<file path="src/verilog/car_pkg.sv">
// Screen geometry, pixel types and per-lane tables shared by every module of the lane animator
`default_nettype none

package car_pkg;

    // Display size in pixels
    localparam int SCREEN_WIDTH  = 160;
    localparam int SCREEN_HEIGHT = 120;

    // Coordinate widths follow from the screen size
    localparam int X_WIDTH = $clog2(SCREEN_WIDTH);   // 8 bits
    localparam int Y_WIDTH = $clog2(SCREEN_HEIGHT);  // 7 bits

    localparam int COLOUR_WIDTH = 3;  // One bit each of red, green, blue
    localparam int LFSR_WIDTH   = 8;

    typedef logic [X_WIDTH-1:0]      coord_x_t;
    typedef logic [Y_WIDTH-1:0]      coord_y_t;
    typedef logic [COLOUR_WIDTH-1:0] colour_t;
    typedef logic [LFSR_WIDTH-1:0]   lfsr_t;

    localparam int MAX_CARS = 9;

    // Column of each lane, evenly spaced across the left part of the screen
    localparam coord_x_t LANE_COLUMN [0:MAX_CARS-1] = '{
        8'd12, 8'd24, 8'd36, 8'd48, 8'd60,
        8'd72, 8'd84, 8'd96, 8'd108
    };

    // Colour generator seeds, all nonzero so no LFSR locks up
    localparam lfsr_t LANE_SEED [0:MAX_CARS-1] = '{
        8'h06, 8'h75, 8'h46, 8'h0F, 8'h91,
        8'hFE, 8'h49, 8'hDD, 8'h36
    };

    // Galois feedback mask, maximal length for 8 bits
    localparam lfsr_t LFSR_TAPS = 8'hB8;

    localparam colour_t BLACK = '0;  // Erase colour

endpackage

`default_nettype wire

</file>
<file path="src/verilog/car_lane.sv">
// One falling car in a fixed column; on each step it requests an erase, moves down, requests a draw
`timescale 1ns/1ps
`default_nettype none

module car_lane
    import car_pkg::*;
#(
    parameter coord_x_t LANE_X = 8'd0,
    parameter lfsr_t    SEED   = 8'h01
)
(
    input  logic     clk,
    input  logic     reset_n,
    input  logic     step,
    input  logic     pixel_grant,
    output logic     pixel_valid,
    output coord_x_t pixel_x,
    output coord_y_t pixel_y,
    output colour_t  pixel_colour
);

    // Erase and draw each hold their request until granted
    // The move itself happens on the erase grant edge
    typedef enum logic [1:0] {
        S_IDLE  = 2'd0,
        S_ERASE = 2'd1,
        S_DRAW  = 2'd2
    } state_t;

    state_t   state;
    state_t   next_state;
    coord_y_t row;
    coord_y_t next_row;
    colour_t  car_colour;
    logic     at_bottom;
    logic     erase_done;
    logic     draw_done;
    logic     advance;

    assign erase_done = (state == S_ERASE) && pixel_grant;
    assign draw_done  = (state == S_DRAW) && pixel_grant;

    assign at_bottom = (row == coord_y_t'(SCREEN_HEIGHT - 1));

    // Bottom row wraps to the top
    assign next_row = at_bottom ? coord_y_t'(0) : row + coord_y_t'(1);

    // New colour on wrap, ready before the draw is presented
    assign advance = erase_done && at_bottom;

    colour_lfsr #(
        .SEED (SEED)
    ) u_colour_lfsr (
        .clk     (clk),
        .reset_n (reset_n),
        .advance (advance),
        .colour  (car_colour)
    );

    always_comb
    begin
        next_state = state;
        case (state)
            S_IDLE:
            begin
                if (step)
                    next_state = S_ERASE;
            end
            S_ERASE:
            begin
                if (erase_done)
                    next_state = S_DRAW;  // Move and draw request on the same edge
            end
            S_DRAW:
            begin
                if (draw_done)
                    next_state = S_IDLE;
            end
            default:
            begin
                next_state = S_IDLE;
            end
        endcase
    end

    always_ff @(posedge clk)
    begin
        if (!reset_n)
        begin
            state <= S_IDLE;
        end
        else
        begin
            state <= next_state;
        end
    end

    // Row register, every car starts at the top
    always_ff @(posedge clk)
    begin
        if (!reset_n)
        begin
            row <= '0;
        end
        else if (erase_done)
        begin
            row <= next_row;
        end
    end

    // Erase uses the old row, draw the updated one
    assign pixel_valid  = (state == S_ERASE) || (state == S_DRAW);
    assign pixel_x      = LANE_X;  // Lane never changes column
    assign pixel_y      = row;
    assign pixel_colour = (state == S_ERASE) ? BLACK : car_colour;

endmodule

`default_nettype wire

</file>
<file path="src/verilog/car_traffic_top.sv">
// Top level of the lane animator; connects the step timer, one lane per car and the pixel merge
`timescale 1ns/1ps
`default_nettype none

module car_traffic_top
    import car_pkg::*;
#(
    parameter int NUM_CARS    = 9,        // No more than MAX_CARS
    parameter int STEP_PERIOD = 1_000_000 // At least 4 * NUM_CARS
)
(
    input  logic     clk,
    input  logic     reset_n,
    input  logic     run,
    output logic     plot,
    output coord_x_t plot_x,
    output coord_y_t plot_y,
    output colour_t  plot_colour
);

    logic     [NUM_CARS-1:0] step;
    logic     [NUM_CARS-1:0] pixel_valid;
    logic     [NUM_CARS-1:0] pixel_grant;
    coord_x_t [NUM_CARS-1:0] pixel_x;
    coord_y_t [NUM_CARS-1:0] pixel_y;
    colour_t  [NUM_CARS-1:0] pixel_colour;

    step_timer #(
        .NUM_CARS    (NUM_CARS),
        .STEP_PERIOD (STEP_PERIOD)
    ) u_step_timer (
        .clk     (clk),
        .reset_n (reset_n),
        .run     (run),
        .step    (step)
    );

    // Column and seed of each car come from the lane tables
    for (genvar i = 0; i < NUM_CARS; i++)
    begin : g_lane
        car_lane #(
            .LANE_X (LANE_COLUMN[i]),
            .SEED   (LANE_SEED[i])
        ) u_car_lane (
            .clk          (clk),
            .reset_n      (reset_n),
            .step         (step[i]),
            .pixel_grant  (pixel_grant[i]),
            .pixel_valid  (pixel_valid[i]),
            .pixel_x      (pixel_x[i]),
            .pixel_y      (pixel_y[i]),
            .pixel_colour (pixel_colour[i])
        );
    end

    pixel_arbiter #(
        .NUM_CARS (NUM_CARS)
    ) u_pixel_arbiter (
        .clk          (clk),
        .reset_n      (reset_n),
        .pixel_valid  (pixel_valid),
        .pixel_x      (pixel_x),
        .pixel_y      (pixel_y),
        .pixel_colour (pixel_colour),
        .pixel_grant  (pixel_grant),
        .plot         (plot),
        .plot_x       (plot_x),
        .plot_y       (plot_y),
        .plot_colour  (plot_colour)
    );

endmodule

`default_nettype wire

</file>
<file path="src/verilog/colour_lfsr.sv">
// Per-car 8-bit Galois shift register; steps on each advance pulse and gives the car colour
`timescale 1ns/1ps
`default_nettype none

module colour_lfsr
    import car_pkg::*;
#(
    parameter lfsr_t SEED = 8'h01
)
(
    input  logic    clk,
    input  logic    reset_n,
    input  logic    advance,
    output colour_t colour
);

    lfsr_t state;
    lfsr_t feedback;

    // Taps are folded in only when a one falls off the bottom
    assign feedback = state[0] ? LFSR_TAPS : lfsr_t'(0);

    always_ff @(posedge clk)
    begin
        if (!reset_n)
        begin
            state <= SEED;
        end
        else if (advance)
        begin
            state <= (state >> 1) ^ feedback;  // Right shift, Galois form
        end
    end

    assign colour = state[COLOUR_WIDTH-1:0];  // Low bits are R, G, B

endmodule

`default_nettype wire

</file>
<file path="src/verilog/pixel_arbiter.sv">
// Fixed-priority merge of all car pixel requests into one registered plot stream
`timescale 1ns/1ps
`default_nettype none

module pixel_arbiter
    import car_pkg::*;
#(
    parameter int NUM_CARS = 9
)
(
    input  logic                          clk,
    input  logic                          reset_n,
    input  logic     [NUM_CARS-1:0]       pixel_valid,
    input  coord_x_t [NUM_CARS-1:0]       pixel_x,
    input  coord_y_t [NUM_CARS-1:0]       pixel_y,
    input  colour_t  [NUM_CARS-1:0]       pixel_colour,
    output logic     [NUM_CARS-1:0]       pixel_grant,
    output logic                          plot,
    output coord_x_t                      plot_x,
    output coord_y_t                      plot_y,
    output colour_t                       plot_colour
);

    coord_x_t sel_x;
    coord_y_t sel_y;
    colour_t  sel_colour;

    // Lowest set bit wins, car 0 has top priority
    assign pixel_grant = pixel_valid & (~pixel_valid + NUM_CARS'(1));

    // One-hot OR mux over the granted car
    always_comb
    begin
        sel_x      = '0;
        sel_y      = '0;
        sel_colour = '0;
        for (int i = 0; i < NUM_CARS; i++)
        begin
            if (pixel_grant[i])
            begin
                sel_x      = sel_x | pixel_x[i];
                sel_y      = sel_y | pixel_y[i];
                sel_colour = sel_colour | pixel_colour[i];
            end
        end
    end

    always_ff @(posedge clk)
    begin
        if (!reset_n)
            plot <= 1'b0;
        else
            plot <= |pixel_valid;  // A valid always means one grant this cycle
    end

    always_ff @(posedge clk)
    begin
        plot_x      <= sel_x;
        plot_y      <= sel_y;
        plot_colour <= sel_colour;
    end

endmodule

`default_nettype wire

</file>
<file path="src/verilog/step_timer.sv">
// Modulo step counter that issues one staggered step pulse per car while run is high
`timescale 1ns/1ps
`default_nettype none

module step_timer
    import car_pkg::*;
#(
    parameter int NUM_CARS    = 9,
    parameter int STEP_PERIOD = 36
)
(
    input  logic                clk,
    input  logic                reset_n,
    input  logic                run,
    output logic [NUM_CARS-1:0] step
);

    localparam int CNT_WIDTH = $clog2(STEP_PERIOD);

    logic [CNT_WIDTH-1:0] count;
    logic                 count_last;

    assign count_last = (count == CNT_WIDTH'(STEP_PERIOD - 1));

    // Counter only moves while running, so a paused pulse is never skipped
    always_ff @(posedge clk)
    begin
        if (!reset_n)
        begin
            count <= '0;
        end
        else if (run)
        begin
            if (count_last)
                count <= '0;
            else
                count <= count + CNT_WIDTH'(1);
        end
    end

    // Car i steps when the count passes i
    // One pulse per period, and no two cars start on the same clock
    for (genvar i = 0; i < NUM_CARS; i++)
    begin : g_step
        assign step[i] = run && (count == CNT_WIDTH'(i));
    end

endmodule

`default_nettype wire

</file>
<file path="config.mk">
export PLATFORM = sky130hd
export DESIGN_NAME = car_traffic_top
export DESIGN_NICKNAME = d
export VERILOG_FILES = /design/src/verilog/car_pkg.sv /design/src/verilog/car_lane.sv /design/src/verilog/car_traffic_top.sv /design/src/verilog/colour_lfsr.sv /design/src/verilog/pixel_arbiter.sv /design/src/verilog/step_timer.sv
export SDC_FILE = /design/constraint.sdc
export NUM_CORES = 1
export LEC_CHECK = 0
export BUFFER_PORTS_ARGS = -buffer_cell sky130_fd_sc_hd__buf_2
export CORE_ASPECT_RATIO = 0.5
export CORE_MARGIN = 2
export CORE_UTILIZATION = 50
export CTS_CLUSTER_DIAMETER = 60
export DETAILED_ROUTE_END_ITERATION = 8
export GPL_TIMING_DRIVEN = 0
export HOLD_SLACK_MARGIN = 0.05
export PLACE_DENSITY = 0.66
export SYNTH_ARGS = -nofsm -noshare
export SYNTH_HDL_FRONTEND = slang
export SYNTH_SLANG_ARGS = --single-unit
</file>
<file path="constraint.sdc">
create_clock -name clk -period 3.55 [get_ports clk]
set_clock_uncertainty 0.05 [all_clocks]
set_input_delay 0.5325 -clock clk [delete_from_list [all_inputs] [get_ports clk]]
set_output_delay 0.5325 -clock clk [all_outputs]
set_load 0.05 [all_outputs]
</file>
==> flow_summary_export.csv <==
group,metric,value,unit
status,outcome,"completed",
pwr,peakVddDrop,0.000331,V
clocking,cts_made_buffers,17,
clocking,clock_latency,0.45,ns
die,dieWidth,201,um
flow_run,cap_violations,0,
route,dr_total_vias,8488,
timing,period_needed,2.99,ns
pwr,leakage,3.76,nW
placed_design,gp_congestion,0.939,
route,routed_wl,26500,um
die,core,18700,um^2
timing,fmax,334,MHz
critical_path,cp.arrival,3.26,ns
global_route,grt_pass1_wl,41600,um
die,std_cell_rows,35,
route,firstDrtPassIters,8,
clocking,clock-root-buffer,"clkbuf_16",
global_route,grt_max_degree,19,
critical_path,cp_max_fo,10,
route,drc_errors,0,
placed_design,port_buffers,17,
placed_design,placed_cell_area,10100,um^2
clocking,htree_levels,4,
layout,final_area,10700,um^2
global_route,grt_usage,26.0,%
route,ant_nets,0,
layout,drive_gt1_share,8.46,%
layout,area_growth,10.4,%
clocking,post_cts_buffers,0,
critical_path,path_cells,"inv_1 > ha_1 > buf_6 > nor4_2 > nand4_1 > clkbuf_1 > o21ai_0 > nor2_1",
critical_path,crit_required,3.82,ns
die,io_pins,22,
clocking,cts.repair.resized,0,
die,die_y,102,um
layout,layout_commonest_cell,"dfxtp_1",
layout,fin_nets,1189,
yosys,synth.largest_area_cell,"dfxtp_1",
yosys,yosys_most_used_dff,"dfxtp_1",
die,initial_core_util,51.8,%
pwr,power,4.61,mW
placed_design,dp.final_hpwl,19300,um
timing,slew_headroom,27.4,%
route,drtIter0Drc,711,
yosys,synth_area,9660,um^2
clocking,cts_num_sinks,189,
timing,rsz0062_at_grt,"false",
layout,final_cell_mix,"dfxtp_1, nor2_1, nand2_1",
yosys,synth_cells,1108,
yosys,netlist-cell-type-count,83,
clocking,path_clk_slew,0.08,ns
yosys,syn_area_per_cell,8.71,um^2
timing,finalHoldViolCount,0,
critical_path,regToRegSetupSlack,0.56,ns
yosys,synth_edf_count,0,
critical_path,critPathMaxStageDelay,0.53,ns
timing,finalCritPeriodShare,84.2,%
yosys,ys_warn_count,0,
timing,drv_slew,0,
clocking,cts_tree,"built",
timing,tns,0,ns
critical_path,crit_path_top_delay_cell,"nor4_2",
clocking,clock_path_buffers,2,
critical_path,start_kind,"register",
timing,report.final.setup_viol,0,
global_route,antenna_found_initial,0,
route,via_per_inst,5.99,
min_path,holdCritPathClass,"reg2reg",
global_route,overflow,0,
layout,antennaDiodeCount,0,
clocking,hold_buffers,0,
yosys,synthArstFlopShare,0,%
yosys,netlist.area_leader.share,39.2,%
critical_path,end_kind,"register",
route,wl_per_cell,18.7,um
global_route,grt_pass1_vias,7664,
yosys,yosys-top-cells-area,"dfxtp_1, ha_1, nor2_1",
yosys,synth_seq_cells,189,
pwr,p_per_area,432,nW/um^2
timing,worst_pin_slew,1.09,ns
yosys,ys_seq_area_share,39.2,%
die,die-area,20500,um^2
critical_path,critPathKind,"reg2reg",
[registers in the layout, summed over array words and instances, names as in the netlist]
signal	flops
g_lane.u_car_lane.u_colour_lfsr.state	72
g_lane.u_car_lane.state	18
u_pixel_arbiter.plot_y	7
u_pixel_arbiter.plot_x	5
u_pixel_arbiter.plot_colour	3
u_pixel_arbiter.plot	1
g_lane.u_car_lane.pixel_y	63
u_step_timer.count	20
[stage by stage]
step	setup WS [ns]	utilization (%)	std cells	hold slack [ns]
after floorplan	1.22	-	1110	0.386
after global placement	0.455	54.0	1386	0.394
after detailed placement	0.428	54.0	1386	0.407
after CTS	0.670	57.1	1418	0.417
after global routing	0.478	57.1	1418	0.434
final	0.560	57.1	1418	0.420
[worst paths after layout]
check | startpoint | to | depth (start not counted)
hold reg to reg | g_lane[6].u_car_lane.u_colour_lfsr.state[3] | g_lane[6].u_car_lane.u_colour_lfsr.state[2] | 2
setup / recovery | g_lane[1].u_car_lane.state[1] | g_lane[8].u_car_lane.pixel_y[0] | 8
setup reg to reg | g_lane[1].u_car_lane.state[1] | g_lane[8].u_car_lane.pixel_y[0] | 8
hold / removal | g_lane[6].u_car_lane.u_colour_lfsr.state[3] | g_lane[6].u_car_lane.u_colour_lfsr.state[2] | 2
[worst max-delay path, delay by kind of cell, from the launching register on]
family          cells  cell delay [ns]
buf+inv             3             0.56
flops               1             0.39
fa+ha+maj           1             0.31
simple gates        3             1.04
compound gates      1             0.51
[report_power, final]
part | leakage (nW) | switching (mW) | internal [mW]
combinational | 1.95 | 0.366 | 0.120
sequential | 1.53 | 0.0176 | 2.15
clock | 0.286 | 0.938 | 1.02
[metal layers]
layer	up-vias	routed length [um]	share of wire [%]	GRT usage (%)
met2	301	11200	42	40.5
li1	4099	-	-	-
met4	0	653	2.5	9.46
met5	-	0	0	0
met1	4033	12800	48	35.8
met3	55	1870	7.1	5.77
[Yosys cell counts, drive strengths merged (8+ instances only)]
master / n
dfxtp: 189
nor2: 95
nand2: 93
nand3: 69
o21ai: 65
a21oi: 61
clkbuf: 43
ha: 40
xor2: 37
nand4: 35
xnor2: 35
mux2i: 34
buf: 31
inv: 27
and3: 21
a211oi: 16
or4: 16
or3: 14
nand2b: 13
nor2b: 13
nor3: 13
and4: 11
nor4: 10
a22oi: 9
o311ai: 9
nand3b: 8
[cell type report]
| type | count | area [um^2] |
|---|---|---|
| plain buffers | 74 | 333 |
| clock buffers | 18 | 439 |
| clock inverters | 14 | 148 |
| fillers | 1744 | 8000 |
| inverters | 28 | 105 |
| multi-input cells | 819 | 5440 |
| flip-flops and latches | 189 | 3780 |
| well taps | 259 | 324 |
| repair buffers | 17 | 85.1 |
[cell families (layout without fill, tap and decap cells)]
kind of cell / after synthesis / after routing / share of synthesized area, %
compound gates: 223 / 223 / 15.2
flops: 189 / 189 / 39.2
mux: 34 / 34 / 3.52
simple gates: 447 / 447 / 25.8
buf+inv: 102 / 151 / 4.54
other cells: 1 / 3 / 0.0388
fa+ha+maj: 40 / 40 / 5.18
xor+xnor: 72 / 72 / 6.53
No activity file was read; power rests on OpenSTA's default activity.
